<file path="src/design/memPipePkg.sv">
/*
 * Memory back-end pipeline package.
 * Opcodes, data widths and byte-lane helpers shared by the stages.
 */
package memPipePkg;

    localparam int WORD_W    = 32;
    localparam int REG_NUM_W = 5;   // reg 0 means no writeback

    typedef enum logic [2:0] {
        OP_ALU,
        OP_LW,
        OP_LB,
        OP_SW,
        OP_MFC0,
        OP_MTC0
    } memOpE;

    function automatic logic isLoad(memOpE op);
        return op inside {OP_LW, OP_LB};
    endfunction

    function automatic logic writesReg(memOpE op);
        return op inside {OP_ALU, OP_LW, OP_LB, OP_MFC0};
    endfunction

    // only word stores exist, so all lanes or none
    function automatic logic [3:0] storeByteEn(memOpE op);
        return (op == OP_SW) ? 4'hF : 4'h0;
    endfunction

    function automatic logic [WORD_W-1:0] loadByte(logic [WORD_W-1:0] word, logic [1:0] lane);
        logic [7:0] b;
        b = word[8*lane +: 8];
        return {{(WORD_W-8){b[7]}}, b};
    endfunction

endpackage

</file>
<file path="src/design/wbStage.sv">
/*
 * Writeback stage: holds the committed instruction, extracts load data
 * and presents the register write.
 */
module wbStage import memPipePkg::*; (
    input  logic                 clk,
    input  logic                 rstN_i,
    input  logic                 valid_i,
    input  memOpE                op_i,
    input  logic [REG_NUM_W-1:0] regNum_i,
    input  logic [WORD_W-1:0]    result_i,
    input  logic [1:0]           addrLow_i,
    input  logic [WORD_W-1:0]    ramRdata_i,
    input  logic                 wbAllowin_i,
    output logic                 allowin_o,
    output logic                 wbValid_o,
    output logic [REG_NUM_W-1:0] wbRegNum_o,
    output logic [WORD_W-1:0]    wbData_o
);
    logic              hasData;
    memOpE             opQ;
    logic [WORD_W-1:0] resultQ;
    logic [1:0]        addrLowQ;

    // stores, mtc0 and reg 0 leave without a writeback
    assign allowin_o = !hasData || wbAllowin_i || !wbValid_o;

    always_ff @(posedge clk or negedge rstN_i) begin
        if (!rstN_i) begin
            hasData <= 1'b0;
        end else if (allowin_o) begin
            hasData <= valid_i;
        end
    end

    always_ff @(posedge clk) begin
        if (valid_i && allowin_o) begin
            opQ        <= op_i;
            wbRegNum_o <= regNum_i;
            resultQ    <= result_i;
            addrLowQ   <= addrLow_i;
        end
    end

    assign wbValid_o = hasData && writesReg(opQ) && (wbRegNum_o != '0);

    always_comb begin
        case (opQ)
            OP_LW:   wbData_o = ramRdata_i;
            OP_LB:   wbData_o = loadByte(ramRdata_i, addrLowQ);
            default: wbData_o = resultQ;
        endcase
    end

    // relies on dataRam holding its read data through the stall
    assert property (@(posedge clk) disable iff (!rstN_i)
        (wbValid_o && !wbAllowin_i) |=> (wbValid_o && $stable(wbRegNum_o) && $stable(wbData_o)));

endmodule

</file>
<file path="config.mk">
export PLATFORM = sky130hd
export DESIGN_NAME = wbStage
export DESIGN_NICKNAME = d
export VERILOG_FILES = /design/src/design/memPipePkg.sv /design/src/design/wbStage.sv
export SDC_FILE = /design/constraint.sdc
export NUM_CORES = 1
export LEC_CHECK = 0
export ABC_AREA = 1
export BUFFER_PORTS_ARGS = -buffer_cell sky130_fd_sc_hd__buf_2
export CORE_AREA = 5 5 95 71
export DETAILED_ROUTE_END_ITERATION = 8
export DIE_AREA = 0 0 100 76
export GPL_TIMING_DRIVEN = 0
export MAX_ROUTING_LAYER = met4
export PLACE_DENSITY = 0.75
export SLEW_MARGIN = 20
export SYNTH_ARGS = -nofsm -noshare
export SYNTH_HDL_FRONTEND = slang
export SYNTH_SLANG_ARGS = --single-unit
</file>
<file path="constraint.sdc">
create_clock -name clk -period 4.95 [get_ports clk]
set_input_delay 0.99 -clock clk [delete_from_list [all_inputs] [get_ports clk]]
set_output_delay 0.99 -clock clk [all_outputs]
set_load 0.02 [all_outputs]
</file>
==> impl_metrics.tcl <==
set metrics [dict create \
    r2r-start "opQ[2]" \
    syn2layout_area_growth_pct 32.8 \
    nNetsFinal 476 \
    ir_drop_mv 0.229 \
    grt_overflow 0 \
    critPathKind "input pin to output port" \
    ff2ff_setup_slack_ns 3.16 \
    drv_cap 0 \
    cp.required_ns 3.96 \
    htreeDepth 2 \
    synth_top_area_cell "edfxtp_1" \
    syn_inst 274 \
    ctsResizeCount 0 \
    synthTopCellsByArea "edfxtp_1 (51%), nand2_1 (12%), nand3_1 (12%), nand3_2 (8.9%), inv_1 (5.4%)" \
    post-cts-setup-buffers 0 \
    path_clk_slew_ns 0.08 \
    antenna_left 0 \
    period_needed_ns 2.85 \
    nFillCells 553 \
    cts_hold_buf 0 \
    status "finished, final reports clean" \
    p_leak_nw 1.74 \
    dr.pass1.iters 4 \
    initial_core_util_pct 42.4 \
    syn-num-nets 352 \
    dieArea_um2 7600 \
    cts.sinks 43 \
    holdWs_ns 0.452 \
    skew_ns 0.00907 \
    yosys_warnings 0 \
    slew_violations 0 \
    start_kind "input pin" \
    ys_types 21 \
    numPortBuffers 116 \
    place_congestion 0.887 \
    synth_edf_count 42 \
    ys_seq_elements 43 \
    synth_common_cells "nand2_1 (81), nand3_1 (59), edfxtp_1 (42)" \
    finalWirelength_um 6640 \
    critPathMaxFanout 10 \
    powerDensity_nw_per_um2 285 \
    drc 0 \
    antenna_found_initial 0 \
    tns_ns 0 \
    track_usage_pct 18.3 \
    ys_seq_area_share_pct 51.8 \
    fp.coreArea_um2 5860 \
    drt_iter0_markers 145 \
    yosys.area.top_type_share_pct 50.8 \
    hold_viol 0 \
    relSlewSlack_pct 67.1 \
    synthFlopType "edfxtp_1" \
    cts_buffer_depth 2 \
    async_reset_ff_share_pct 2.33 \
    hpwl_um 5290 \
    tightest_slew_ns 0.493 \
    rsz0062_at_grt "no" \
    worst_ep_arrival_time_ns 1.86 \
    std_cell_rows 24 \
    synth.avg_cell_area_um2 9.07 \
    grt_pass1_vias 2276 \
    hp-class "input pin to asynchronous set/reset pin" \
    avgViaCountPerCell 4.66 \
    cts-root-buf "clkbuf_8" \
    syn_area_um2 2480 \
    vias 2221 \
    wire_per_inst_um 13.9 \
    setup_viol 0 \
    critPathCaptureType "output port" \
    grt_pass1_wl_um 10800 \
    clkLatencyLatePin_ns 0.30 \
    synth_most_common_cell "nand2_1" \
    drive_above_1_share_pct 43.6 \
    cts_tree "done" \
    cts_made_buffers 5 \
    startpoint "ramRdata_i[31]" \
    diodes 0 \
    final.period_utilization_pct 57.5 \
    max_freq_mhz 351 \
    grt_max_degree 23 \
    die_y_um 76 \
    ios 117 \
    die-width_um 100 \
]
-- power breakdown --
part / total (mW) / switching, mW / internal, mW
clock: 0.278 / 0.127 / 0.151
sequential: 0.434 / 0.00744 / 0.427
combinational: 0.227 / 0.139 / 0.0885
-- sequential cells by signal, summed over array words and instances (netlist names) --
| signal | cells |
|---|---|
| addrLowQ | 2 |
| hasData | 1 |
| opQ | 3 |
| resultQ | 32 |
| wbRegNum_o | 5 |
-- path summary, 6_finish.rpt --
path,end,cells past startpoint
setup / recovery,wbData_o[30],9
hold / removal,hasData,1
setup reg to reg,resultQ[7],7
hold reg to reg,hasData,4
max in group asynchronous,hasData,1
min in group clk,hasData,4
-- metrics by stage --
step           instance area, um2  std cells  utilization (%)  total power [mW]  setup WS, ns
3_5_place_dp                 3190        469             54.5             0.672          2.09
2_1_floorplan                2480        274                -             0.581          2.40
4_1_cts                      3300        477             56.4             0.948          2.09
3_3_place_gp                 3160        468             54.0             0.665          2.11
5_1_grt                      3300        477             56.4             0.988          2.04
6_report                     3300        477             56.4             0.939          2.10
-- placed cells by master (no fill, tap or decap) --
cell type and n:
nand2_2 2, inv_4 2, nand2_1 81, buf_4 5
nor2_2 1, bufinv_16 1, inv_2 3, dfrtp_1 1
nand3_2 22, and2_1 1, buf_16 1, clkinv_4 1
buf_6 1, nand3b_1 1, nor2_4 1, clkbuf_8 5
nand2_8 1, buf_8 2, clkinvlp_4 1, edfxtp_1 42
nor2_1 4, nand2_4 2, nand3_1 59, inv_1 35
clkbuf_1 1, buf_2 123
-- logic make-up (layout without fill, tap and decap cells) --
group                  Yosys count  count (layout)  synth area share, %
and+or+nand+nor                175             175                 37.1
buffers and inverters           56             181                 11.2
DFF                             43              43                 51.8
-- routing by layer --
metal  vias to the layer above  share of wire (%)  GRT usage, %  wire, um
met1                       982                 45          24.3      3020
met2                        88                 44          28.3      2920
li1                       1143                  -             -         -
met4                         0                1.1          4.04        76
met3                         8                9.3          4.76       617
met5                         -                  0             -         0
-- final cells by class --
cell class	instances	area (um2)	share of cell area, %
clock buffer	6	72.6	2.20
inverter	41	164	4.97
tap	78	97.6	2.96
sequential	43	1290	39.0
buffer	15	114	3.45
clock inverter	2	37.5	1.14
timing repair buffer	117	608	18.4
multi-input combinational	175	921	27.9
-- critical path: stages --
cell and delay, ns:
buf_2 0.11, inv_1 0.06, nand2_1 0.06, nand3_2 0.09, nand2_4 0.06, nand2_8 0.09, buf_8 0.16, nand3_2 0.07
buf_2 0.16
Power figures use the tool's default switching activity.
