## src/design/cp0Pkg.sv

```systemverilog
/*
 * Reduced CP0 package.
 * Register selectors, exception codes and Status/Cause field positions.
 */
package cp0Pkg;

    typedef enum logic [4:0] {
        BADVADDR = 5'd8,
        STATUS   = 5'd12,
        CAUSE    = 5'd13,
        EPC      = 5'd14
    } cp0SelE;

    typedef enum logic [4:0] {
        EXC_INT  = 5'd0,
        EXC_ADEL = 5'd4,    // address error on load
        EXC_ADES = 5'd5     // address error on store
    } excCodeE;

    // Status fields
    localparam int STATUS_IE    = 0;
    localparam int STATUS_EXL   = 1;
    localparam int STATUS_IM_LO = 8;
    localparam int STATUS_IM_HI = 15;
    localparam logic [31:0] STATUS_WMASK = 32'h0000_FF03;   // IM, EXL, IE

    // Cause fields
    localparam int CAUSE_IP_LO  = 8;
    localparam int CAUSE_IP_HI  = 15;
    localparam int CAUSE_EXC_LO = 2;
    localparam int CAUSE_EXC_HI = 6;

endpackage

```

## src/design/memPipePkg.sv

```systemverilog
/*
 * Memory back-end pipeline package.
 * Opcodes, data widths and byte-lane helpers shared by the stages.
 */
package memPipePkg;

    localparam int WORD_W    = 32;
    localparam int REG_NUM_W = 5;   // reg 0 means no writeback

    typedef enum logic [2:0] {
        OP_ALU,
        OP_LW,
        OP_LB,
        OP_SW,
        OP_MFC0,
        OP_MTC0
    } memOpE;

    function automatic logic isLoad(memOpE op);
        return op inside {OP_LW, OP_LB};
    endfunction

    function automatic logic writesReg(memOpE op);
        return op inside {OP_ALU, OP_LW, OP_LB, OP_MFC0};
    endfunction

    // only word stores exist, so all lanes or none
    function automatic logic [3:0] storeByteEn(memOpE op);
        return (op == OP_SW) ? 4'hF : 4'h0;
    endfunction

    function automatic logic [WORD_W-1:0] loadByte(logic [WORD_W-1:0] word, logic [1:0] lane);
        logic [7:0] b;
        b = word[8*lane +: 8];
        return {{(WORD_W-8){b[7]}}, b};
    endfunction

endpackage

```

## src/design/cp0Regs.sv

```systemverilog
/*
 * Reduced CP0: Status, Cause, EPC and BadVAddr.
 * Forms the pending interrupt and records exception state.
 */
module cp0Regs import memPipePkg::*, cp0Pkg::*; (
    input  logic              clk,
    input  logic              rstN_i,
    input  logic [5:0]        intReq_i,
    input  cp0SelE            sel_i,
    input  logic              wen_i,
    input  logic [WORD_W-1:0] wdata_i,
    input  logic              excTake_i,
    input  excCodeE           excCode_i,
    input  logic [WORD_W-1:0] excPc_i,
    input  logic [WORD_W-1:0] excBadVAddr_i,
    output logic [WORD_W-1:0] rdata_o,
    output logic              intPending_o
);
    logic [WORD_W-1:0] statusReg;
    logic [5:0]        hwIp;        // Cause.IP7..2
    excCodeE           causeExc;
    logic [WORD_W-1:0] epcReg;
    logic [WORD_W-1:0] badVAddrReg;
    logic [WORD_W-1:0] causeWord;

    always_ff @(posedge clk or negedge rstN_i) begin
        if (!rstN_i) begin
            statusReg   <= '0;  // interrupts off
            hwIp        <= '0;
            causeExc    <= EXC_INT;
            epcReg      <= '0;
            badVAddrReg <= '0;
        end else begin
            hwIp <= intReq_i;   // sampled every cycle
            if (excTake_i) begin
                statusReg[STATUS_EXL] <= 1'b1;
                causeExc              <= excCode_i;
                epcReg                <= excPc_i;
                if (excCode_i != EXC_INT)
                    badVAddrReg <= excBadVAddr_i;
            end else if (wen_i) begin
                case (sel_i)
                    STATUS:  statusReg <= wdata_i & STATUS_WMASK;
                    EPC:     epcReg    <= wdata_i;
                    default: ;  // Cause and BadVAddr are read only
                endcase
            end
        end
    end

    always_comb begin
        causeWord = '0;
        causeWord[CAUSE_IP_HI:CAUSE_IP_LO]   = {hwIp, 2'b00};
        causeWord[CAUSE_EXC_HI:CAUSE_EXC_LO] = causeExc;
    end

    always_comb begin
        case (sel_i)
            STATUS:   rdata_o = statusReg;
            CAUSE:    rdata_o = causeWord;
            EPC:      rdata_o = epcReg;
            BADVADDR: rdata_o = badVAddrReg;
            default:  rdata_o = '0;
        endcase
    end

    assign intPending_o = |(causeWord[CAUSE_IP_HI:CAUSE_IP_LO] &
                            statusReg[STATUS_IM_HI:STATUS_IM_LO])
                          && statusReg[STATUS_IE] && !statusReg[STATUS_EXL];

endmodule

```

## config.mk

```make
export PLATFORM = sky130hd
export DESIGN_NAME = cp0Regs
export DESIGN_NICKNAME = d
export VERILOG_FILES = /design/src/design/cp0Pkg.sv /design/src/design/memPipePkg.sv /design/src/design/cp0Regs.sv
export SDC_FILE = /design/constraint.sdc
export NUM_CORES = 1
export LEC_CHECK = 0
export BUFFER_PORTS_ARGS = -buffer_cell sky130_fd_sc_hd__buf_4
export CORE_MARGIN = 4
export CORE_UTILIZATION = 39
export DETAILED_ROUTE_END_ITERATION = 7
export GPL_TIMING_DRIVEN = 0
export PLACE_DENSITY = 0.65
export SYNTH_ARGS = -nofsm -noshare
export SYNTH_HDL_FRONTEND = slang
export SYNTH_SLANG_ARGS = --single-unit
```

## constraint.sdc

```tcl
create_clock -name clk -period 1.7 [get_ports clk]
set_input_delay 0.17 -clock clk [delete_from_list [all_inputs] [get_ports clk]]
set_output_delay 0.17 -clock clk [all_outputs]
set_load 0.01 [all_outputs]
```

==> results.toml <==
[timing]
report.final.hold_viol_count = 0
min_period_ps = 1680
post-route-period-util = 0.989
rsz0062_at_grt = "yes"
relSlewSlack = 0.267
fmax_ghz = 0.595
hold_slack_ps = 16.3
tightest_slew_ps = 1100
setup_violations = 0
clock_skew_ps = 0
slew_violations = 0

[synth]
yosysSeqAreaShare = 0.506
yosysWarnings = 0
synth_edf_count = 0
async_flop_share = 1.00
synth_top_flop_cell = "dfrtp_1"
ys_seq_elements = 85
synth_cells = 375
ys_types = 29
syn_area_per_cell_sq_um = 11.2
syn_area_sq_um = 4200
syn_nets = 491

[final_layout]
mostFrequentLayoutCell = "buf_4"
layout_common_cells = "buf_4 (155), dfrtp_1 (85), mux2_2 (44), nor2b_1 (34)"
drive_gt1_frac = 0.434
fin_cells = 685
finalNetCount = 660
diodes = 0
syn2layout_area_growth_pct = 39.3

[grt]
grt_pass1_vias = 3997
track_usage = 0.218
overflow = 0
grt_pass1_wl_mm = 21.6
grt_max_degree = 86
grt_antenna_before_repair = 0

[die]
die_height_microns = 112
start_util = 0.404
core_area_sq_um = 10400
rows = 37
num_io_pins = 149
die_w_microns = 112
dieArea_sq_um = 12500

[cts]
cts_made_buffers = 9
cts_max_level = 3
cts-root-buf = "clkbuf_8"
clock_latency_ps = 350
path_clk_slew_ps = 90
cts_sinks = 85
cts_tree = "yes"
cts_buffer_depth = 2

[setup_path]
slowest_delay_ps = 380
crit_path_cell_trace = "or3b_4 -> a21oi_2 -> a221o_1 -> buf_4"
cp_num_buf_inv = 1
path_class = "reg2out"
crit_slowest_cell = "or3b_4"
crit_arrival_ps = 1510
start_kind = "register"
crit_path_end_kind = "output port"
critPathMaxFanout = 2
critical_path_required_ps = 1530
crit_family = "simple AND/OR/NAND/NOR gates"

[detailed_routing]
wl_met1_mm = 5.73
vias_per_cell = 5.59
via_count = 3829
dr_wl_met3_mm = 1.08
dr.pass1.iters = 4
ant_nets = 0
wl_per_cell_microns = 19.9
drtIter0Drc = 220
met2_length_mm = 6.56
postRouteWirelength_mm = 13.7
top_layer = "met4"
drc = 0

[power_and_ir_drop]
p_per_area_nw_per_um2 = 787
p_leak_nw = 2.59
pwr-share-comb = 0.181
seq_power_share = 0.505
irDropWorstVdd_mv = 0.375
power.share.clock = 0.314
switchingPower_mw = 1.21
swShare = 0.262
power.internal_mw = 3.40

[placed_design]
numPortBuffers = 147
gp_congestion = 0.834
numPlacedInstances = 658
dp_hpwl_mm = 9.85

[hold_path]
holdCritPathClass = "in2async"

[flow_run]
cap_violations = 0

[outcome]
outcome = "complete, no violations"
==> stage by stage <==
stage	power [mW]	utilization	instance area [sq um]	setup WS (ps)	TNS, ps
floorplan	2.72	-	4200	183	0
CTS	4.63	0.561	5840	-1.57	-1.57
global route	4.83	0.562	5860	-41.0	-85.9
detailed placement	3.15	0.526	5480	-375	-10860
finish	4.61	0.562	5860	18.3	0
global placement	3.12	0.526	5480	-345	-10000
==> sequential cells by signal, summed over array words and instances, names as in the netlist <==
signal / count
badVAddrReg: 32
epcReg: 32
statusReg: 10
hwIp: 6
causeExc: 5
==> cell type report <==
class / count / area [sq um]
fillers: 945 / 4560
inverters: 1 / 3.75
clock buffers: 12 / 145
repair buffers: 159 / 1210
plain buffers: 35 / 181
multi-input cells: 253 / 1970
clock inverters: 4 / 47.5
flip-flops and latches: 85 / 2130
well taps: 136 / 170
==> kinds of logic after synthesis <==
logic type / synth area share
AND/OR/NAND/NOR: 0.107
AO/OA/AOI/OAI: 0.225
multiplexers: 0.123
buffers and inverters: 0.0396
flip-flops: 0.506
==> Yosys cell counts, drive strengths merged (3+ instances only) <==
master  count  area (sq um)
dfrtp      85          2130
mux2       46           518
a21oi      38           190
nor2b      34           213
o21ai      33           176
clkbuf     29           109
a31oi      20           125
a22o       17           149
a221o      15           150
a41oi      12           105
and3       10          62.6
nand3b      8          63.8
buf         7          53.8
or3b        6          52.6
a22oi       3          22.5
nor2        3          11.3
==> worst reg2reg max path: cells and delay by family (launching register included) <==
family	cells	cell delay [ps]
flops	1	410
compound gates	2	460
==> final timing paths <==
kind                       cells past startpoint                       start                         end  slack [ps]
max                                            4   statusReg[12]$_DFFE_PN0P_                 rdata_o[12]          20
max in group asynchronous                      1                      rstN_i      epcReg[24]$_DFFE_PN0P_         980
min                                            1                      rstN_i           hwIp[5]$_DFF_PN0_          20
min in group clk                               2            excBadVAddr_i[6]  badVAddrReg[6]$_DFFE_PN0P_          30
max reg2reg                                    2    statusReg[1]$_DFFE_PN0P_    statusReg[1]$_DFFE_PN0P_         720
min reg2reg                                    1  badVAddrReg[5]$_DFFE_PN0P_  badVAddrReg[5]$_DFFE_PN0P_         510
==> power groups by stage <==
| stage | combinational, mW | clock [mW] | sequential [mW] |
|---|---|---|---|
| final | 0.832 | 1.45 | 2.33 |
| after CTS | 0.832 | 1.47 | 2.33 |
| after global placement | 0.761 | 0 | 2.36 |
| after floorplan | 0.388 | 0 | 2.33 |
| after detailed placement | 0.778 | 0 | 2.37 |
| after global routing | 0.911 | 1.56 | 2.35 |
==> timing repair <==
item	in CTS	in global routing
pin swaps	2	2
setup endpoints to repair	32	27
setup buffers	6	0
resized for setup	23	5
endpoints found under the hold margin	6	0
hold buffers	6	0
==> metal layers <==
layer	GRT usage	vias to the layer above
met4	0.0746	0
met3	0.0495	22
li1	-	1759
met2	0.351	157
met1	0.291	1891
met5	0	-
No activity file was read; power rests on OpenSTA's default activity.
