==> config.mk <==
export PLATFORM = sky130hd
export DESIGN_NAME = memStage
export DESIGN_NICKNAME = d
export VERILOG_FILES = /design/src/design/cp0Pkg.sv /design/src/design/memPipePkg.sv /design/src/design/memStage.sv
export SDC_FILE = /design/constraint.sdc
export NUM_CORES = 1
export LEC_CHECK = 0
export ABC_AREA = 1
export BUFFER_PORTS_ARGS = -buffer_cell sky130_fd_sc_hd__buf_2
export CORE_AREA = 8 8 139 141
export CTS_CLUSTER_SIZE = 30
export DETAILED_ROUTE_END_ITERATION = 10
export DIE_AREA = 0 0 147 149
export PLACE_DENSITY_LB_ADDON = 0.3
export SLEW_MARGIN = 20
export SYNTH_ARGS = -nofsm -noshare
export SYNTH_HDL_FRONTEND = slang
export SYNTH_SLANG_ARGS = --single-unit
==> constraint.sdc <==
create_clock -name clk -period 6.49 [get_ports clk]
set_input_delay 0 -clock clk [delete_from_list [all_inputs] [get_ports clk]]
set_output_delay 0 -clock clk [all_outputs]
set_load 0.03 [all_outputs]
==> src/design/cp0Pkg.sv <==
/*
 * Reduced CP0 package.
 * Register selectors, exception codes and Status/Cause field positions.
 */
package cp0Pkg;

    typedef enum logic [4:0] {
        BADVADDR = 5'd8,
        STATUS   = 5'd12,
        CAUSE    = 5'd13,
        EPC      = 5'd14
    } cp0SelE;

    typedef enum logic [4:0] {
        EXC_INT  = 5'd0,
        EXC_ADEL = 5'd4,    // address error on load
        EXC_ADES = 5'd5     // address error on store
    } excCodeE;

    // Status fields
    localparam int STATUS_IE    = 0;
    localparam int STATUS_EXL   = 1;
    localparam int STATUS_IM_LO = 8;
    localparam int STATUS_IM_HI = 15;
    localparam logic [31:0] STATUS_WMASK = 32'h0000_FF03;   // IM, EXL, IE

    // Cause fields
    localparam int CAUSE_IP_LO  = 8;
    localparam int CAUSE_IP_HI  = 15;
    localparam int CAUSE_EXC_LO = 2;
    localparam int CAUSE_EXC_HI = 6;

endpackage

==> src/design/memPipePkg.sv <==
/*
 * Memory back-end pipeline package.
 * Opcodes, data widths and byte-lane helpers shared by the stages.
 */
package memPipePkg;

    localparam int WORD_W    = 32;
    localparam int REG_NUM_W = 5;   // reg 0 means no writeback

    typedef enum logic [2:0] {
        OP_ALU,
        OP_LW,
        OP_LB,
        OP_SW,
        OP_MFC0,
        OP_MTC0
    } memOpE;

    function automatic logic isLoad(memOpE op);
        return op inside {OP_LW, OP_LB};
    endfunction

    function automatic logic writesReg(memOpE op);
        return op inside {OP_ALU, OP_LW, OP_LB, OP_MFC0};
    endfunction

    // only word stores exist, so all lanes or none
    function automatic logic [3:0] storeByteEn(memOpE op);
        return (op == OP_SW) ? 4'hF : 4'h0;
    endfunction

    function automatic logic [WORD_W-1:0] loadByte(logic [WORD_W-1:0] word, logic [1:0] lane);
        logic [7:0] b;
        b = word[8*lane +: 8];
        return {{(WORD_W-8){b[7]}}, b};
    endfunction

endpackage

==> src/design/memStage.sv <==
/*
 * Memory stage: takes interrupts and address errors, flushes the
 * younger instruction, accesses CP0 and issues data RAM requests.
 */
module memStage import memPipePkg::*, cp0Pkg::*; #(
    parameter int RAM_WORDS = 256
) (
    input  logic                 clk,
    input  logic                 rstN_i,
    input  logic                 valid_i,
    input  memOpE                op_i,
    input  logic [WORD_W-1:0]    pc_i,
    input  logic [WORD_W-1:0]    addr_i,
    input  logic [WORD_W-1:0]    storeData_i,
    input  logic [REG_NUM_W-1:0] regNum_i,
    input  cp0SelE               cp0Sel_i,
    input  logic                 addrErr_i,
    input  excCodeE              errCode_i,
    input  logic                 nextAllowin_i,
    input  logic                 intPending_i,
    input  logic [WORD_W-1:0]    cp0Rdata_i,
    output logic                 allowin_o,
    output logic                 flush_o,
    output logic                 valid_o,
    output memOpE                op_o,
    output logic [REG_NUM_W-1:0] regNum_o,
    output logic [WORD_W-1:0]    result_o,
    output logic [1:0]           addrLow_o,
    output logic                 ramEn_o,
    output logic                 ramWe_o,
    output logic [3:0]           ramByteEn_o,
    output logic [WORD_W-1:0]    ramAddr_o,
    output logic [WORD_W-1:0]    ramWdata_o,
    output cp0SelE               cp0Sel_o,
    output logic                 cp0Wen_o,
    output logic [WORD_W-1:0]    cp0Wdata_o,
    output logic                 excTake_o,
    output excCodeE              excCode_o,
    output logic [WORD_W-1:0]    excPc_o,
    output logic [WORD_W-1:0]    excBadVAddr_o
);
    logic              hasData;
    logic [WORD_W-1:0] pcQ;
    logic [WORD_W-1:0] addrQ;
    logic [WORD_W-1:0] storeDataQ;
    logic              addrErrQ;
    excCodeE           errCodeQ;
    logic              commit;

    ////////////////////////////////////////////////////////////////////////////
    // stage register
    ////////////////////////////////////////////////////////////////////////////
    assign allowin_o = !hasData || nextAllowin_i;

    always_ff @(posedge clk or negedge rstN_i) begin
        if (!rstN_i) begin
            hasData <= 1'b0;
        end else if (excTake_o) begin
            hasData <= 1'b0;    // dropped, and the younger one is flushed
        end else if (allowin_o) begin
            hasData <= valid_i;
        end
    end

    always_ff @(posedge clk) begin
        if (valid_i && allowin_o && !excTake_o) begin
            op_o       <= op_i;
            pcQ        <= pc_i;
            addrQ      <= addr_i;
            storeDataQ <= storeData_i;
            regNum_o   <= regNum_i;
            cp0Sel_o   <= cp0Sel_i;
            addrErrQ   <= addrErr_i;
            errCodeQ   <= errCode_i;
        end
    end

    ////////////////////////////////////////////////////////////////////////////
    // exception resolution, interrupt wins over address error
    ////////////////////////////////////////////////////////////////////////////
    assign excTake_o     = hasData && (intPending_i || addrErrQ);
    assign excCode_o     = intPending_i ? EXC_INT : errCodeQ;
    assign excPc_o       = pcQ;
    assign excBadVAddr_o = addrQ;
    assign flush_o       = excTake_o;

    assign valid_o   = hasData && !excTake_o;
    assign commit    = valid_o && nextAllowin_i;   // leaves for wbStage this edge
    assign result_o  = (op_o == OP_MFC0) ? cp0Rdata_i : addrQ;
    assign addrLow_o = addrQ[1:0];

    // RAM and CP0 side effects only on the commit edge
    assign ramEn_o     = commit && (isLoad(op_o) || op_o == OP_SW);
    assign ramWe_o     = commit && (op_o == OP_SW);
    assign ramByteEn_o = storeByteEn(op_o);
    assign ramAddr_o   = addrQ;
    assign ramWdata_o  = storeDataQ;
    assign cp0Wen_o    = commit && (op_o == OP_MTC0);
    assign cp0Wdata_o  = addrQ;     // mtc0 value travels as the ALU result

    // younger instruction flushed along with the dropped one
    assert property (@(posedge clk) disable iff (!rstN_i) excTake_o |=> !valid_i);

    assert property (@(posedge clk) disable iff (!rstN_i)
        ramEn_o |-> (ramAddr_o[WORD_W-1:2] < RAM_WORDS));

endmodule

==> impl_metrics.env <==
export IMPL_io_buffer_count=374
export IMPL_rows=48
export IMPL_r2r_cells=4
export IMPL_grt_pass1_vias=4598
export IMPL_synth_area_mux_share_pct=0
export IMPL_status="complete, no violations"
export IMPL_insertion_delay_ns=0.41
export IMPL_wl_per_cell_um=18.2
export IMPL_max_freq_ghz=0.385
export IMPL_fin_hold_ws_ns=0.189
export IMPL_yosysWarnings=0
export IMPL_ff_latch_area_um2=3480
export IMPL_cts_made_buffers=17
export IMPL_grt_pass1_wl_um=26500
export IMPL_tns_ns=0
export IMPL_die_area_um2=21900
export IMPL_vias=4155
export IMPL_preCtsSetupSlack_ns=3.65
export IMPL_syn_inst=324
export IMPL_critPathMaxFanout=33
export IMPL_yosys_top_cells_area="edfxtp_1 75%, buf_4 11%, nand2_1 5.5%"
export IMPL_mostFrequentLayoutCell="buf_2"
export IMPL_wl_um=18100
export IMPL_netSwitchingFraction_pct=31.3
export IMPL_synth_adder_area_share_pct=0
export IMPL_most_common_layout_cells="374 x buf_2, 119 x dlygate4sd3_1, 115 x edfxtp_1"
export IMPL_vdd_drop_max_mv=0.195
export IMPL_stdcell_area_um2=8010
export IMPL_num_antenna_cells=0
export IMPL_hp_class="input port to flop"
export IMPL_p_int_mw=1.64
export IMPL_worstReg2RegEnd="excPc_o[26]"
export IMPL_crit_arrival_ns=2.60
export IMPL_cp_end_kind="primary output"
export IMPL_start_util_pct=27.0
export IMPL_multiInputGateArea_um2=510
export IMPL_grt_max_degree=79
export IMPL_grt_usage_pct=15.8
export IMPL_power_density_nw_per_um2=297
export IMPL_cts_htree_levels=4
export IMPL_io_pins=375
export IMPL_clockBufferDepth=2
export IMPL_whs_path_depth=4
export IMPL_synth_avg_cell_area_um2=14.2
export IMPL_setup_viol=0
export IMPL_cp_required_ns=6.49
export IMPL_syn_nets=476
export IMPL_antenna_found_initial=0
export IMPL_synth_xor_area_share_pct=0
export IMPL_p_clk_share_pct=40.6
export IMPL_die_h_um=149
export IMPL_via_per_inst=4.17
export IMPL_yosysTopAreaCellShare_pct=74.9
export IMPL_drtIter0Drc=132
export IMPL_firstDrtPassIters=4
export IMPL_gp_congestion=0.784
export IMPL_p_switching_uw=745
export IMPL_relSlewSlack_pct=36.0
export IMPL_clock_sinks=116
export IMPL_cts_tree="built"
export IMPL_synth_cell_types=14
export IMPL_seq_power_share_pct=38.8
export IMPL_drc=0
export IMPL_place_hpwl_um=13300
export IMPL_maxCapViolCount=0
export IMPL_crit_type="flop to primary output"
export IMPL_tightest_slew_ns=0.959
export IMPL_synth_seq_area_share_pct=75.5
export IMPL_ff2ff_setup_slack_ns=4.18
export IMPL_min_period_ns=2.60
export IMPL_synth_compound_area_share_pct=0.217
export IMPL_drv_slew=0
export IMPL_synth_simple_gate_area_share_pct=10.7
export IMPL_syn_area_um2=4610
export IMPL_hold_viol=0
export IMPL_yosysTopAreaCell="edfxtp_1"
export IMPL_post_route_period_util_pct=40.0
export IMPL_pwr_share_comb_pct=20.6
export IMPL_core_um2=17100
export IMPL_worstSetupStartpointType="flop"
export IMPL_fin_skew_ns=0.0181
export IMPL_worstHoldStart="intPending_i"
export IMPL_clk_pin_slew_ns=0.06
export IMPL_layout_setup_ws_ns=3.89
export IMPL_cts_root_buf="clkbuf_16"
export IMPL_synth_top_family_by_area="buffers and inverters"
export IMPL_ys_seq_elements=116
export IMPL_drive_above_1_share_pct=53.4
export IMPL_ant_nets=0
export IMPL_power_leakage_nw=3.76
export IMPL_grt_overflow_total=0
export IMPL_whs_endpoint="hasData"
export IMPL_r2r_start="addrErrQ"
export IMPL_syn_to_final_growth_pct=73.8
export IMPL_rsz0062_at_grt="no"
export IMPL_placed_area_um2=6190
export IMPL_fill_cells=1521
export IMPL_die_w_um=147
export IMPL_fin_nets=911
-- logic make-up after synthesis --
kind of cell / Yosys count
AO/OA/AOI/OAI: 2
buffers and inverters: 89
flip-flops: 116
AND/OR/NAND/NOR: 117
-- power by group through the flow --
stage	clock network (mW)	logic [mW]	registers [mW]
floorplan	0	0.206	1.04
global placement	0	0.430	0.937
detailed placement	0	0.432	0.938
CTS	0.997	0.489	0.923
global route	1.02	0.517	0.929
finish	0.967	0.490	0.923
-- metrics by stage --
| step | util, % | power, mW | instances |
|---|---|---|---|
| 2_1_floorplan | - | 1.25 | 324 |
| 3_3_place_gp | 36.3 | 1.37 | 845 |
| 3_5_place_dp | 36.3 | 1.37 | 845 |
| 4_1_cts | 46.8 | 2.41 | 996 |
| 5_1_grt | 47.0 | 2.47 | 997 |
| 6_report | 47.0 | 2.38 | 997 |
-- critical path: stages, from the launching register on --
cell and delay (ns):
edfxtp_1 0.47, nor2_4 0.64, nand2_2 0.59, nand2_1 0.19, nand2_1 0.09, buf_2 0.19
-- area by class of cell --
cell class              instances  share of cell area, %
well taps                     225                   3.52
flip-flops and latches        116                   43.4
clock buffers                  17                   5.31
clock inverters                15                   2.27
repair buffers                496                   38.7
multi-input cells             119                   6.37
inverters                       9                  0.422
-- Yosys cell counts --
cell and count:
nor2_4 1, a21oi_1 1, buf_2 7, o21ai_0 1
nand3_1 34, buf_4 70, edfxtp_1 115, nor3_1 1
nand2_2 1, nand2_1 67, nor2_1 13, inv_1 9
buf_6 3, dfrtp_1 1
-- layer usage --
layer  share of wire, %  vias to the layer above  wire (um)  global-route usage, %
li1                   -                     1922          -                      -
met1                 34                     1942       6090                   14.5
met2                 52                      275       9370                   28.8
met3                 14                       16       2450                   9.28
met4                1.3                        0        233                   4.59
met5                  0                        -          0                      0
-- repair_timing --
item / CTS / global route
gates resized for setup: 0 / 0
hold buffers: 119 / 0
setup buffers: 0 / 0
hold endpoints to repair: 117 / 0
-- state kept, by name, indices dropped and copies added, names as in the netlist --
| signal | count |
|---|---|
| regNum_o | 5 |
| errCodeQ | 5 |
| cp0Wdata_o | 32 |
| addrErrQ | 1 |
| excPc_o | 32 |
| ramWdata_o | 32 |
| hasData | 1 |
| op_o | 3 |
| cp0Sel_o | 5 |
-- how the worst max path moves through the flow --
stage,start,end
3_5_place_dp,addrErrQ,cp0Sel_o[0]
5_1_grt,op_o[1],result_o[29]
2_1_floorplan,hasData,addrErrQ
3_3_place_gp,addrErrQ,excPc_o[19]
4_1_cts,addrErrQ,excPc_o[26]
6_report,op_o[1],result_o[29]
(Power assumes the default switching activity.)
