<file path="config.mk">
export PLATFORM = sky130hd
export DESIGN_NAME = memAddrStage
export DESIGN_NICKNAME = d
export VERILOG_FILES = /design/src/design/cp0Pkg.sv /design/src/design/memPipePkg.sv /design/src/design/memAddrStage.sv
export SDC_FILE = /design/constraint.sdc
export NUM_CORES = 1
export LEC_CHECK = 0
export ABC_AREA = 1
export BUFFER_PORTS_ARGS = -buffer_cell sky130_fd_sc_hd__buf_2
export CORE_UTILIZATION = 32
export CTS_CLUSTER_SIZE = 24
export DETAILED_ROUTE_END_ITERATION = 16
export HOLD_SLACK_MARGIN = 0.08
export PLACE_DENSITY = 0.73
export SYNTH_ARGS = -nofsm -noshare
export SYNTH_HDL_FRONTEND = slang
export SYNTH_SLANG_ARGS = --single-unit
</file>
<file path="constraint.sdc">
create_clock -name clk -period 5.7 [get_ports clk]
set_input_delay 0.285 -clock clk [delete_from_list [all_inputs] [get_ports clk]]
set_output_delay 0.285 -clock clk [all_outputs]
set_load 0.02 [all_outputs]
</file>
<file path="src/design/cp0Pkg.sv">
/*
 * Reduced CP0 package.
 * Register selectors, exception codes and Status/Cause field positions.
 */
package cp0Pkg;

    typedef enum logic [4:0] {
        BADVADDR = 5'd8,
        STATUS   = 5'd12,
        CAUSE    = 5'd13,
        EPC      = 5'd14
    } cp0SelE;

    typedef enum logic [4:0] {
        EXC_INT  = 5'd0,
        EXC_ADEL = 5'd4,    // address error on load
        EXC_ADES = 5'd5     // address error on store
    } excCodeE;

    // Status fields
    localparam int STATUS_IE    = 0;
    localparam int STATUS_EXL   = 1;
    localparam int STATUS_IM_LO = 8;
    localparam int STATUS_IM_HI = 15;
    localparam logic [31:0] STATUS_WMASK = 32'h0000_FF03;   // IM, EXL, IE

    // Cause fields
    localparam int CAUSE_IP_LO  = 8;
    localparam int CAUSE_IP_HI  = 15;
    localparam int CAUSE_EXC_LO = 2;
    localparam int CAUSE_EXC_HI = 6;

endpackage

</file>
<file path="src/design/memPipePkg.sv">
/*
 * Memory back-end pipeline package.
 * Opcodes, data widths and byte-lane helpers shared by the stages.
 */
package memPipePkg;

    localparam int WORD_W    = 32;
    localparam int REG_NUM_W = 5;   // reg 0 means no writeback

    typedef enum logic [2:0] {
        OP_ALU,
        OP_LW,
        OP_LB,
        OP_SW,
        OP_MFC0,
        OP_MTC0
    } memOpE;

    function automatic logic isLoad(memOpE op);
        return op inside {OP_LW, OP_LB};
    endfunction

    function automatic logic writesReg(memOpE op);
        return op inside {OP_ALU, OP_LW, OP_LB, OP_MFC0};
    endfunction

    // only word stores exist, so all lanes or none
    function automatic logic [3:0] storeByteEn(memOpE op);
        return (op == OP_SW) ? 4'hF : 4'h0;
    endfunction

    function automatic logic [WORD_W-1:0] loadByte(logic [WORD_W-1:0] word, logic [1:0] lane);
        logic [7:0] b;
        b = word[8*lane +: 8];
        return {{(WORD_W-8){b[7]}}, b};
    endfunction

endpackage

</file>
<file path="src/design/memAddrStage.sv">
/*
 * Address stage: first pipeline register of the back end.
 * Holds one instruction and flags misaligned word loads and stores.
 */
module memAddrStage import memPipePkg::*, cp0Pkg::*; (
    input  logic                 clk,
    input  logic                 rstN_i,
    input  logic                 inValid_i,
    input  memOpE                inOp_i,
    input  logic [WORD_W-1:0]    inPc_i,
    input  logic [WORD_W-1:0]    inAddr_i,
    input  logic [WORD_W-1:0]    inStoreData_i,
    input  logic [REG_NUM_W-1:0] inRegNum_i,
    input  cp0SelE               inCp0Sel_i,
    input  logic                 flush_i,
    input  logic                 nextAllowin_i,
    output logic                 inAllowin_o,
    output logic                 valid_o,
    output memOpE                op_o,
    output logic [WORD_W-1:0]    pc_o,
    output logic [WORD_W-1:0]    addr_o,
    output logic [WORD_W-1:0]    storeData_o,
    output logic [REG_NUM_W-1:0] regNum_o,
    output cp0SelE               cp0Sel_o,
    output logic                 addrErr_o,
    output excCodeE              errCode_o
);
    logic hasData;

    // nothing enters while the exception flushes this stage
    assign inAllowin_o = !flush_i && (!hasData || nextAllowin_i);
    assign valid_o     = hasData;

    always_ff @(posedge clk or negedge rstN_i) begin
        if (!rstN_i) begin
            hasData <= 1'b0;
        end else if (flush_i) begin
            hasData <= 1'b0;
        end else if (inAllowin_o) begin
            hasData <= inValid_i;
        end
    end

    always_ff @(posedge clk) begin
        if (inValid_i && inAllowin_o) begin
            op_o        <= inOp_i;
            pc_o        <= inPc_i;
            addr_o      <= inAddr_i;
            storeData_o <= inStoreData_i;
            regNum_o    <= inRegNum_i;
            cp0Sel_o    <= inCp0Sel_i;
        end
    end

    // lb has no alignment rule
    assign addrErr_o = (op_o inside {OP_LW, OP_SW}) && (addr_o[1:0] != 2'b00);
    assign errCode_o = (op_o == OP_SW) ? EXC_ADES : EXC_ADEL;

endmodule

</file>
==> flow_metrics.tcl, run 1 <==
set metrics [dict create \
    outcome "complete, no violations" \
    tightestPinTransition_ns 0.689 \
    htree_levels 3 \
    cp-end-kind "register" \
    grt_pass1_wl_microns 11300 \
    maxSlewHeadroom 0.541 \
    grt_max_degree 57 \
    clock_input_transition_at_the_sequential_cells_of_the_worst_setup_and_hold_paths_ns 0.10 \
    first_global_vias 2266 \
    gp_congestion 0.734 \
    critical_path.max_fanout 56 \
    power_leakage_nw 2.36 \
    drt_iter0_markers 60 \
    cp.buffers_inverters 2 \
    layout.cell_area.non_filler_sq_um 5520 \
    dr.pass1.iters 4 \
    setup_tns_ns 0 \
    track_usage 0.140 \
    clock_sink_count 110 \
    ioPinCount 231 \
    tritoncts_clock_tree "done" \
    cp_slowest_stage_delay_ns 0.67 \
    fraction_of_the_mapped_netlist_area_in_compound_gates 0 \
    netlist_top_cells_area "sky130_fd_sc_hd__edfxtp_1, sky130_fd_sc_hd__buf_4, sky130_fd_sc_hd__dfrtp_1" \
    sequential_cell_area_sq_um 3300 \
    io_buffer_count 226 \
    multi_input_comb_area_sq_um 70.1 \
    worstPathRequired_ns 5.68 \
    post_synth_instance_area_sq_um 3400 \
    metal1_wirelength_microns 2960 \
    num_vias 2323 \
    cts_max_path_buffers 2 \
    design.final.nets 546 \
    setup.worst_path.start_class "register" \
    finalCritPeriodShare 0.398 \
    die-area_sq_um 11100 \
    antenna_cells_inserted 0 \
    final-max-slew-violation-count 0 \
    syn_avg_cell_area_sq_um 25.8 \
    highest-signal-layer "met4" \
    drcViolationCount 0 \
    final_layout_size_suffix_gt1_frac 0.558 \
    place_hpwl_microns 5410 \
    grt.overflow.total 0 \
    ant_nets 0 \
    max_clock_freq_mhz 440 \
    grt_antenna_before_repair 0 \
    synthCells 132 \
    cellPowerDensity_nw_per_um2 282 \
    largest_family_of_logic_cells_by_synthesized_area "simple AND/OR/NAND/NOR gates" \
    ys_types 10 \
    class_of_the_worst_hold_path "in2reg" \
    insertion_delay_ns 0.36 \
    post_synth_and_or_nand_nor_area_fraction 0.0147 \
    vias_per_cell 4.05 \
    finalHoldViolations 0 \
    post_cts.resized_instances 0 \
    met3_wirelength_microns 585 \
    cts_root_buf "sky130_fd_sc_hd__clkbuf_8" \
    finalSetupViolations 0 \
    post-layout-total-power_mw 1.56 \
    cap_viol_max_count 0 \
    cpLargestDelayFamily "buffers and inverters" \
    synth-seq-cells 110 \
    yosysTopAreaCellShare 0.961 \
    post_synth_mux_area_share 0 \
    routedWlPerCell_microns 14.0 \
    r2r_slack_ns 3.43 \
    slowest_stage "sky130_fd_sc_hd__buf_4" \
    fillCellCount 821 \
    core-area_sq_um 10300 \
    syn_to_final_growth_pct 62.2 \
    chipHeight_microns 105 \
    postPlaceCellArea_sq_um 4700 \
    seq_total_area_yosys 0.969 \
    fin_skew_ns 0.0116 \
    worstSetupPathType "reg2reg" \
    die_width_microns 105 \
    tritoncts.num_buffers 9 \
    initial_utilization 0.330 \
    cp_cell_sequence "nand2_2 -> nand2_2 -> nor2_4 -> buf_4 -> buf_4" \
    number_of_warnings_reported_in_the_yosys_synthesis_log 0 \
    met2RoutedLength_microns 4270 \
    synth_xor_xnor_area_share 0 \
    rsz0062_at_grt "false" \
    worstPathArrival_ns 2.25 \
    num_rows 37 \
    drt_wl_total_microns 8030 \
    min_period_ns 2.27 \
    synth_adder_area_share 0 \
    netlist.top_cell.by_area "sky130_fd_sc_hd__edfxtp_1" \
    worst_ir_drop_vdd_v 0.000120 \
]
-- worst reg2reg max path, cell delays in order, from the launching register on --
cell and delay [ns]:
sky130_fd_sc_hd__dfrtp_1 0.42, sky130_fd_sc_hd__nand2_2 0.09, sky130_fd_sc_hd__nand2_2 0.07, sky130_fd_sc_hd__nor2_4 0.07, sky130_fd_sc_hd__buf_4 0.53, sky130_fd_sc_hd__buf_4 0.68
-- cells by family after synthesis --
group | Yosys count
buf+inv | 9
flops | 110
other cells | 2
simple gates | 11
-- repair_timing --
item / 4_1_cts / 5_1_grt
hold buffers: 45 / 18
setup buffers: 0 / 0
endpoints found under the setup margin: 0 / 0
hold endpoints to repair: 45 / 18
-- cell usage in the layout (no fill, tap or decap), drive strengths merged --
cell,instances
dlygate4sd3,63
inv,7
nand3,1
clkinv,3
clkbuf,10
dfrtp,1
nand2,6
nor2,4
bufinv,1
edfxtp,109
conb,4
buf,228
-- routing by layer --
metal | global-route usage | vias up
met5 | 0 | -
met4 | 0.0755 | 0
met3 | 0.0418 | 13
met2 | 0.246 | 129
met1 | 0.152 | 1085
li1 | - | 1096
-- through the flow --
step | std cells | setup WS, ns | hold WS [ns] | utilization
detailed placement | 494 | 3.43 | 0.0619 | 0.456
global route | 573 | 3.22 | 0.0782 | 0.535
finish | 573 | 3.43 | 0.101 | 0.535
global placement | 494 | 3.50 | 0.0603 | 0.456
floorplan | 134 | 1.83 | -0.0106 | -
CTS | 555 | 3.41 | 0.0800 | 0.517
-- report_power, final --
part	internal, mW	total, mW	switching, mW
Sequential	0.930	0.939	0.00897
Combinational	0.0784	0.171	0.0927
Clock	0.203	0.446	0.243
Total	1.21	1.56	0.345
-- flip-flops by register name (all words and copies together), names as in the netlist --
register and flops:
addr_o 32, pc_o 32, storeData_o 32, cp0Sel_o 5, regNum_o 5, op_o 3, valid_o 1
-- layout make-up --
type                       instances  area share
clock buffer                      10      0.0231
clock inverter                     6      0.0109
inverter                           5     0.00340
multi-input combinational         15      0.0127
sequential                       110       0.597
tap                              136      0.0308
timing repair buffer             291       0.322
-- cells in the mapped netlist --
cell type and count:
sky130_fd_sc_hd__edfxtp_1 109, sky130_fd_sc_hd__inv_1 5, sky130_fd_sc_hd__buf_4 4, sky130_fd_sc_hd__nand2_1 4
sky130_fd_sc_hd__nor2_1 3, sky130_fd_sc_hd__conb_1 2, sky130_fd_sc_hd__nand2_2 2, sky130_fd_sc_hd__dfrtp_1 1
sky130_fd_sc_hd__nand3_1 1, sky130_fd_sc_hd__nor2_2 1
-- final timing paths --
check / from / to / cells after the start
setup / recovery: valid_o / storeData_o[19] / 5
hold / removal: inPc_i[9] / pc_o[9] / 1
setup reg to reg: valid_o / storeData_o[19] / 5
hold reg to reg: valid_o / valid_o / 2
max in group asynchronous: rstN_i / valid_o / 2
min in group asynchronous: rstN_i / valid_o / 2
Note: power is estimated with default switching activity, not from simulation.
==> run 2, diff against run 1 <==
==> constraint.sdc (replaced) <==
create_clock -name clk -period 2.25 [get_ports clk]
set_input_delay 0.1125 -clock clk [delete_from_list [all_inputs] [get_ports clk]]
set_output_delay 0.1125 -clock clk [all_outputs]
set_load 0.02 [all_outputs]
==> run 2 against run 1 <==
  * The flow now stops in clock tree synthesis
  * Synthesized cell count unchanged
  * Synthesized area unchanged
==> flow_metrics.tcl, run 2 <==
set metrics [dict create \
    ys_types 10 \
    cts-hold-fix-buffers 103 \
    tritoncts.num_buffers 9 \
    cts_root_buf "sky130_fd_sc_hd__clkbuf_8" \
    num_rows 37 \
    netlist_top_cells_area "sky130_fd_sc_hd__edfxtp_1, sky130_fd_sc_hd__buf_4, sky130_fd_sc_hd__dfrtp_1" \
    post_cts.repair.setup_buffers 0 \
    clock_sink_count 110 \
    syn_avg_cell_area_sq_um 25.8 \
    ioPinCount 231 \
    synth-async-reset-ratio 0.00909 \
    error "[ERROR RSZ-0060] Max buffer count reached." \
    initial_utilization 0.330 \
    post_cts.resized_instances 0 \
    synth_top_flop_cell "sky130_fd_sc_hd__edfxtp_1" \
    synth-edff-count 109 \
    post_synth_instance_area_sq_um 3400 \
    yosysMostFrequentCell "sky130_fd_sc_hd__edfxtp_1" \
    netlist.top_cell.by_area "sky130_fd_sc_hd__edfxtp_1" \
    stop_stage "clock tree synthesis" \
    yosysTopAreaCellShare 0.961 \
    chipHeight_microns 105 \
    gp_congestion 0.676 \
    number_of_warnings_reported_in_the_yosys_synthesis_log 0 \
    cts_max_path_buffers 2 \
    place_hpwl_microns 5250 \
    seq_total_area_yosys 0.969 \
    synthCells 132 \
    synth-seq-cells 110 \
    io_buffer_count 226 \
    dp.cells 493 \
    outcome "stopped before the end" \
    htree_levels 3 \
    synth_common_cells "sky130_fd_sc_hd__edfxtp_1, sky130_fd_sc_hd__inv_1, sky130_fd_sc_hd__buf_4, sky130_fd_sc_hd__nand2_1, sky130_fd_sc_hd__nor2_1" \
    die_width_microns 105 \
]
## run 2: kinds of logic after synthesis
group,Yosys count,share of synthesized area
other,2,0.00221
buffers and inverters,9,0.0143
and+or+nand+nor,11,0.0147
DFF,110,0.969
## run 2: metrics by stage
stage	util	setup TNS (ns)	area [sq um]	worst slack [ns]
2_1_floorplan	-	-40.22	3420	-0.369
3_3_place_gp	0.456	0	4710	0.767
3_5_place_dp	0.456	0	4710	0.736
==> run 3, diff against run 2 <==
--- a/config.mk
+++ b/config.mk
@@ -7,11 +7,9 @@
 export LEC_CHECK = 0
 export ABC_AREA = 1
 export BUFFER_PORTS_ARGS = -buffer_cell sky130_fd_sc_hd__buf_2
-export CORE_UTILIZATION = 32
-export CTS_CLUSTER_SIZE = 24
+export CORE_UTILIZATION = 20
 export DETAILED_ROUTE_END_ITERATION = 16
-export HOLD_SLACK_MARGIN = 0.08
-export PLACE_DENSITY = 0.73
+export PLACE_DENSITY_LB_ADDON = 0.15
 export SYNTH_ARGS = -nofsm -noshare
 export SYNTH_HDL_FRONTEND = slang
 export SYNTH_SLANG_ARGS = --single-unit
==> run 3 against run 2 <==
  * The flow now finishes without violations
==> flow_metrics.tcl, run 3 (same netlist as run 1, synthesis figures left out) <==
set metrics [dict create \
    internal_power_mw 3.38 \
    sequential_cell_area_sq_um 3300 \
    finalSetupViolations 0 \
    timing.final.ws_setup_ns 0.654 \
    io_buffer_count 226 \
    core-area_sq_um 16600 \
    tritoncts.num_buffers 9 \
    cts_max_path_buffers 2 \
    rsz0062_at_grt "false" \
    power.clock.fraction 0.345 \
    fin_skew_ns 0.00764 \
    layout_commonest_cell "sky130_fd_sc_hd__buf_2" \
    fillCellCount 1593 \
    gp_congestion 0.712 \
    dp_slack_ns 0.699 \
    insertion_delay_ns 0.35 \
    tritoncts_clock_tree "done" \
    worstPathArrival_ns 1.57 \
    ioPinCount 231 \
    finalCritPeriodShare 0.709 \
    clock_input_transition_at_the_sequential_cells_of_the_worst_setup_and_hold_paths_ns 0.07 \
    final-max-slew-violation-count 0 \
    drt_iter0_markers 61 \
    grt.overflow.total 0 \
    max_clock_freq_mhz 627 \
    antenna_cells_inserted 0 \
    maxSlewHeadroom 0.565 \
    cap_viol_max_count 0 \
    largestRegisters "addr_o (32), pc_o (32), storeData_o (32)" \
    setup.worst_path.start_class "register" \
    initial_utilization 0.205 \
    cellPowerDensity_nw_per_um2 709 \
    layout.cells.most_common_list "sky130_fd_sc_hd__buf_2, sky130_fd_sc_hd__dlygate4sd3_1, sky130_fd_sc_hd__edfxtp_1" \
    die_width_microns 132 \
    finish.cell_count_without_fillers 704 \
    power.sequential.fraction 0.540 \
    ant_nets 0 \
    clock_sink_count 110 \
    cts-hold-fix-buffers 111 \
    min_period_ns 1.60 \
    num_rows 47 \
    design.final.nets 593 \
    drcViolationCount 0 \
    drt_wl_total_microns 9440 \
    tightestPinTransition_ns 0.652 \
    finalHoldViolations 0 \
    worst_ir_drop_vdd_v 0.000318 \
    cp-end-kind "register" \
    power.switching_fraction 0.232 \
    power_leakage_nw 2.59 \
    outcome "complete, no violations" \
    final_layout_size_suffix_gt1_frac 0.508 \
    track_usage 0.109 \
    class_of_the_worst_hold_path "in2reg" \
    routedWlPerCell_microns 13.4 \
    multi_input_comb_area_sq_um 70.1 \
    grt_pass1_wl_microns 14300 \
    post-layout-total-power_mw 4.40 \
    critical_path.max_fanout 109 \
    cts_root_buf "sky130_fd_sc_hd__clkbuf_16" \
    syn_to_final_growth_pct 82.4 \
    htree_levels 3 \
    post_cts.repair.setup_buffers 0 \
    grt_antenna_before_repair 0 \
    worstPathRequired_ns 2.23 \
    worstSetupPathType "reg2reg" \
    hold_ws_ns 0.0501 \
    post_cts.resized_instances 0 \
    num_vias 2545 \
    grt_max_degree 110 \
    place_hpwl_microns 6250 \
    net_load_switching_power_mw 1.02 \
    power.combinational.fraction 0.115 \
    vias_per_cell 3.62 \
    dp.cells 577 \
    die-area_sq_um 17500 \
    first_global_vias 2713 \
    chipHeight_microns 132 \
    dr.pass1.iters 3 \
]
run 3: stage by stage:
step	util	cell area (sq um)	setup TNS, ns
after global routing	0.374	6210	0
final	0.374	6210	0
after floorplan	-	3420	-40.22
after global placement	0.290	4810	0
after detailed placement	0.290	4810	0
after CTS	0.374	6210	0
run 3: area by class of cell:
type / instances / share of cell area
flip-flops and latches: 110 / 0.531
repair buffers: 338 / 0.364
well taps: 220 / 0.0443
clock buffers: 10 / 0.0369
multi-input cells: 15 / 0.0113
clock inverters: 6 / 0.00867
inverters: 5 / 0.00302
run 3: power by group through the flow:
stage / clock network, mW / logic [mW] / registers (mW)
after detailed placement: 0 / 0.355 / 2.43
after global routing: 1.67 / 0.541 / 2.39
final: 1.52 / 0.505 / 2.38
after floorplan: 0 / 0.0524 / 2.54
after global placement: 0 / 0.354 / 2.42
after CTS: 1.61 / 0.511 / 2.38
run 3: final timing paths:
kind                                        to  slack [ns]  cells after the start     startpoint
worst max-delay path            storeData_o[3]        0.65                      4        valid_o
worst min-delay path                   valid_o        0.05                      4  nextAllowin_i
worst max register to register  storeData_o[3]        0.65                      4        valid_o
worst min register to register         valid_o        0.54                      2        valid_o
max in group asynchronous              valid_o        2.10                      2         rstN_i
min in group asynchronous              valid_o        0.06                      2         rstN_i
run 3: routing by layer:
metal	share of wire	GRT usage	up-vias
met1	0.38	0.117	1186
met5	0	0	-
li1	-	-	1195
met3	0.090	0.0372	19
met2	0.49	0.185	145
met4	0.031	0.0664	0
run 3: worst max-delay path, cell delays in order (launching register included):
cell and delay (ns):
sky130_fd_sc_hd__dfrtp_2 0.42, sky130_fd_sc_hd__nand2_2 0.06, sky130_fd_sc_hd__nand2_2 0.06, sky130_fd_sc_hd__nor2_4 0.12
sky130_fd_sc_hd__buf_12 0.40
==> run 4, diff against run 3 <==
==> constraint.sdc (replaced) <==
create_clock -name clk -period 1.5 [get_ports clk]
set_input_delay 0.075 -clock clk [delete_from_list [all_inputs] [get_ports clk]]
set_output_delay 0.075 -clock clk [all_outputs]
set_load 0.02 [all_outputs]
==> run 4 against run 3 <==
  * Combinational power grew 57%
  * Setup slack worse by 0.54 ns
  * Largest power group unchanged
  * Sequential cell count did not move
  * Maximum frequency up 16%
  * Sequential power grew 50%
  * Highest routed layer unchanged
  * Clock skew decreased by 0.0023 ns
  * Utilization is 0.86 points higher
  * Non-clock buffer count increased by 11
  * Routed wire length grew 1.3%
  * Register-to-register slack got worse by 0.54 ns
  * Die area unchanged
==> flow_metrics.tcl, run 4 (same netlist as run 1, synthesis figures left out) <==
set metrics [dict create \
    finalCritPeriodShare 0.921 \
    outcome "complete, no violations" \
    power.clock.fraction 0.354 \
    power_leakage_nw 2.66 \
    critical_path.max_fanout 20 \
    initial_utilization 0.205 \
    clock_input_transition_at_the_sequential_cells_of_the_worst_setup_and_hold_paths_ns 0.07 \
    htree_levels 3 \
    cp_cell_sequence "nand2_2 -> nand2_2 -> nor2_4 -> buf_12 -> buf_12" \
    ioPinCount 231 \
    worst_ir_drop_vdd_v 0.000471 \
    cap_viol_max_count 0 \
    finalSetupViolations 0 \
    post_cts.repair.setup_buffers 0 \
    ant_nets 0 \
    post-layout-total-power_mw 6.75 \
    power.sequential.fraction 0.528 \
    setup.worst_path.start_class "register" \
    grt.overflow.total 0 \
    dr.pass1.iters 4 \
    cpLargestDelayFamily "flip-flops" \
    worstPathArrival_ns 1.44 \
    antenna_cells_inserted 0 \
    syn_to_final_growth_pct 86.5 \
    clock_sink_count 110 \
    highest-signal-layer "met4" \
    class_of_the_worst_hold_path "in2reg" \
    io_buffer_count 226 \
    first_global_vias 2655 \
    postPlaceCellArea_sq_um 4900 \
    grt_antenna_before_repair 0 \
    routedWlPerCell_microns 13.4 \
    net_load_switching_power_mw 1.50 \
    cts_max_path_buffers 2 \
    die-area_sq_um 17500 \
    cp.buffers_inverters 2 \
    gp_congestion 0.703 \
    min_period_ns 1.38 \
    cp_slowest_stage_delay_ns 0.42 \
    largestRegisters "addr_o (32), pc_o (32), storeData_o (32)" \
    tritoncts_clock_tree "done" \
    power.switching_fraction 0.223 \
    rsz0062_at_grt "false" \
    max_clock_freq_mhz 724 \
    drt_wl_total_microns 9560 \
    cts_root_buf "sky130_fd_sc_hd__clkbuf_16" \
    final-max-slew-violation-count 0 \
    fin_skew_ns 0.00532 \
    num_vias 2540 \
    worstSetupPathType "reg2reg" \
    die_width_microns 132 \
    layout.cells.most_common_list "sky130_fd_sc_hd__buf_2, sky130_fd_sc_hd__dlygate4sd3_1, sky130_fd_sc_hd__edfxtp_1" \
    chipHeight_microns 132 \
    layout.cell_area.non_filler_sq_um 6350 \
    final_layout_size_suffix_gt1_frac 0.512 \
    grt_pass1_wl_microns 14200 \
    place_hpwl_microns 6820 \
    track_usage 0.109 \
    num_rows 47 \
    finalHoldViolations 0 \
    slowest_stage "sky130_fd_sc_hd__dfrtp_2" \
    internal_power_mw 5.25 \
    cp-end-kind "register" \
    grt_max_degree 49 \
    vias_per_cell 3.56 \
    worstPathRequired_ns 1.56 \
    power.combinational.fraction 0.118 \
    layout_commonest_cell "sky130_fd_sc_hd__buf_2" \
    insertion_delay_ns 0.35 \
    tritoncts.num_buffers 9 \
    drt_iter0_markers 79 \
    met2RoutedLength_microns 4650 \
    core-area_sq_um 16600 \
    drcViolationCount 0 \
    metal1_wirelength_microns 3910 \
    hold_ws_ns 0.359 \
    design.final.nets 604 \
    met3_wirelength_microns 766 \
    cellPowerDensity_nw_per_um2 1060 \
]
-- run 4: cell count changes in the layout (fill, tap and decap cells not counted) --
cell,before,now
sky130_fd_sc_hd__buf_4,0,4
sky130_fd_sc_hd__buf_12,1,4
sky130_fd_sc_hd__bufinv_16,0,1
sky130_fd_sc_hd__clkinv_2,0,1
sky130_fd_sc_hd__inv_8,2,1
sky130_fd_sc_hd__dlygate4sd3_1,111,115
sky130_fd_sc_hd__clkinvlp_4,3,2
sky130_fd_sc_hd__clkinv_4,1,0
sky130_fd_sc_hd__clkbuf_1,1,0
sky130_fd_sc_hd__inv_6,0,1
-- run 4: metal layers --
layer	global-route usage	up-vias
li1	-	1213
met1	0.127	1166
met2	0.180	148
met3	0.0333	13
met4	0.0581	0
met5	0	-
-- run 4: stage by stage --
stage	utilization	cells	worst slack [ns]	setup TNS, ns
floorplan	-	134	-1.12	-121.97
global placement	0.296	584	0.126	0
detailed placement	0.296	584	0.109	0
CTS	0.383	714	0.0983	0
global route	0.383	714	0.0685	0
finish	0.383	714	0.119	0
-- run 4: worst paths after layout --
check | start | to | slack [ns] | cells past startpoint
min in group asynchronous | rstN_i | valid_o | 0.54 | 3
hold reg to reg | valid_o | storeData_o[31] | 0.90 | 4
setup / recovery | valid_o | addr_o[8] | 0.12 | 5
setup reg to reg | valid_o | addr_o[8] | 0.12 | 5
max in group asynchronous | rstN_i | valid_o | 0.85 | 3
hold / removal | flush_i | storeData_o[31] | 0.36 | 5
-- run 4: layout make-up --
cell class                      count  area, sq um
Clock buffer                        9          225
Inverter                            5         18.8
Sequential cell                   110         3300
Clock inverter                      6         70.1
Tap cell                          220          275
Timing Repair Buffer              349         2390
Fill cell                        1624        10200
Multi-Input combinational cell     15         70.1
-- run 4: worst register-to-register path: stages (launching register included) --
cell                      delay [ns]
sky130_fd_sc_hd__dfrtp_2        0.42
sky130_fd_sc_hd__nand2_2        0.06
sky130_fd_sc_hd__nand2_2        0.07
sky130_fd_sc_hd__nor2_4         0.17
sky130_fd_sc_hd__buf_12         0.20
sky130_fd_sc_hd__buf_12         0.18
-- run 4: power by group through the flow --
| stage | Clock [mW] | Sequential [mW] | Combinational, mW |
|---|---|---|---|
| 2_1_floorplan | 0 | 3.81 | 0.0785 |
| 5_1_grt | 2.58 | 3.58 | 0.851 |
| 3_5_place_dp | 0 | 3.64 | 0.567 |
| 4_1_cts | 2.50 | 3.57 | 0.807 |
| 3_3_place_gp | 0 | 3.63 | 0.563 |
| 6_report | 2.39 | 3.57 | 0.795 |
-- run 4: timing repair --
item | CTS | global route
endpoints found under the hold margin | 111 | 0
hold buffers | 115 | 0
setup endpoints to repair | 0 | 0
resized for setup | 0 | 0
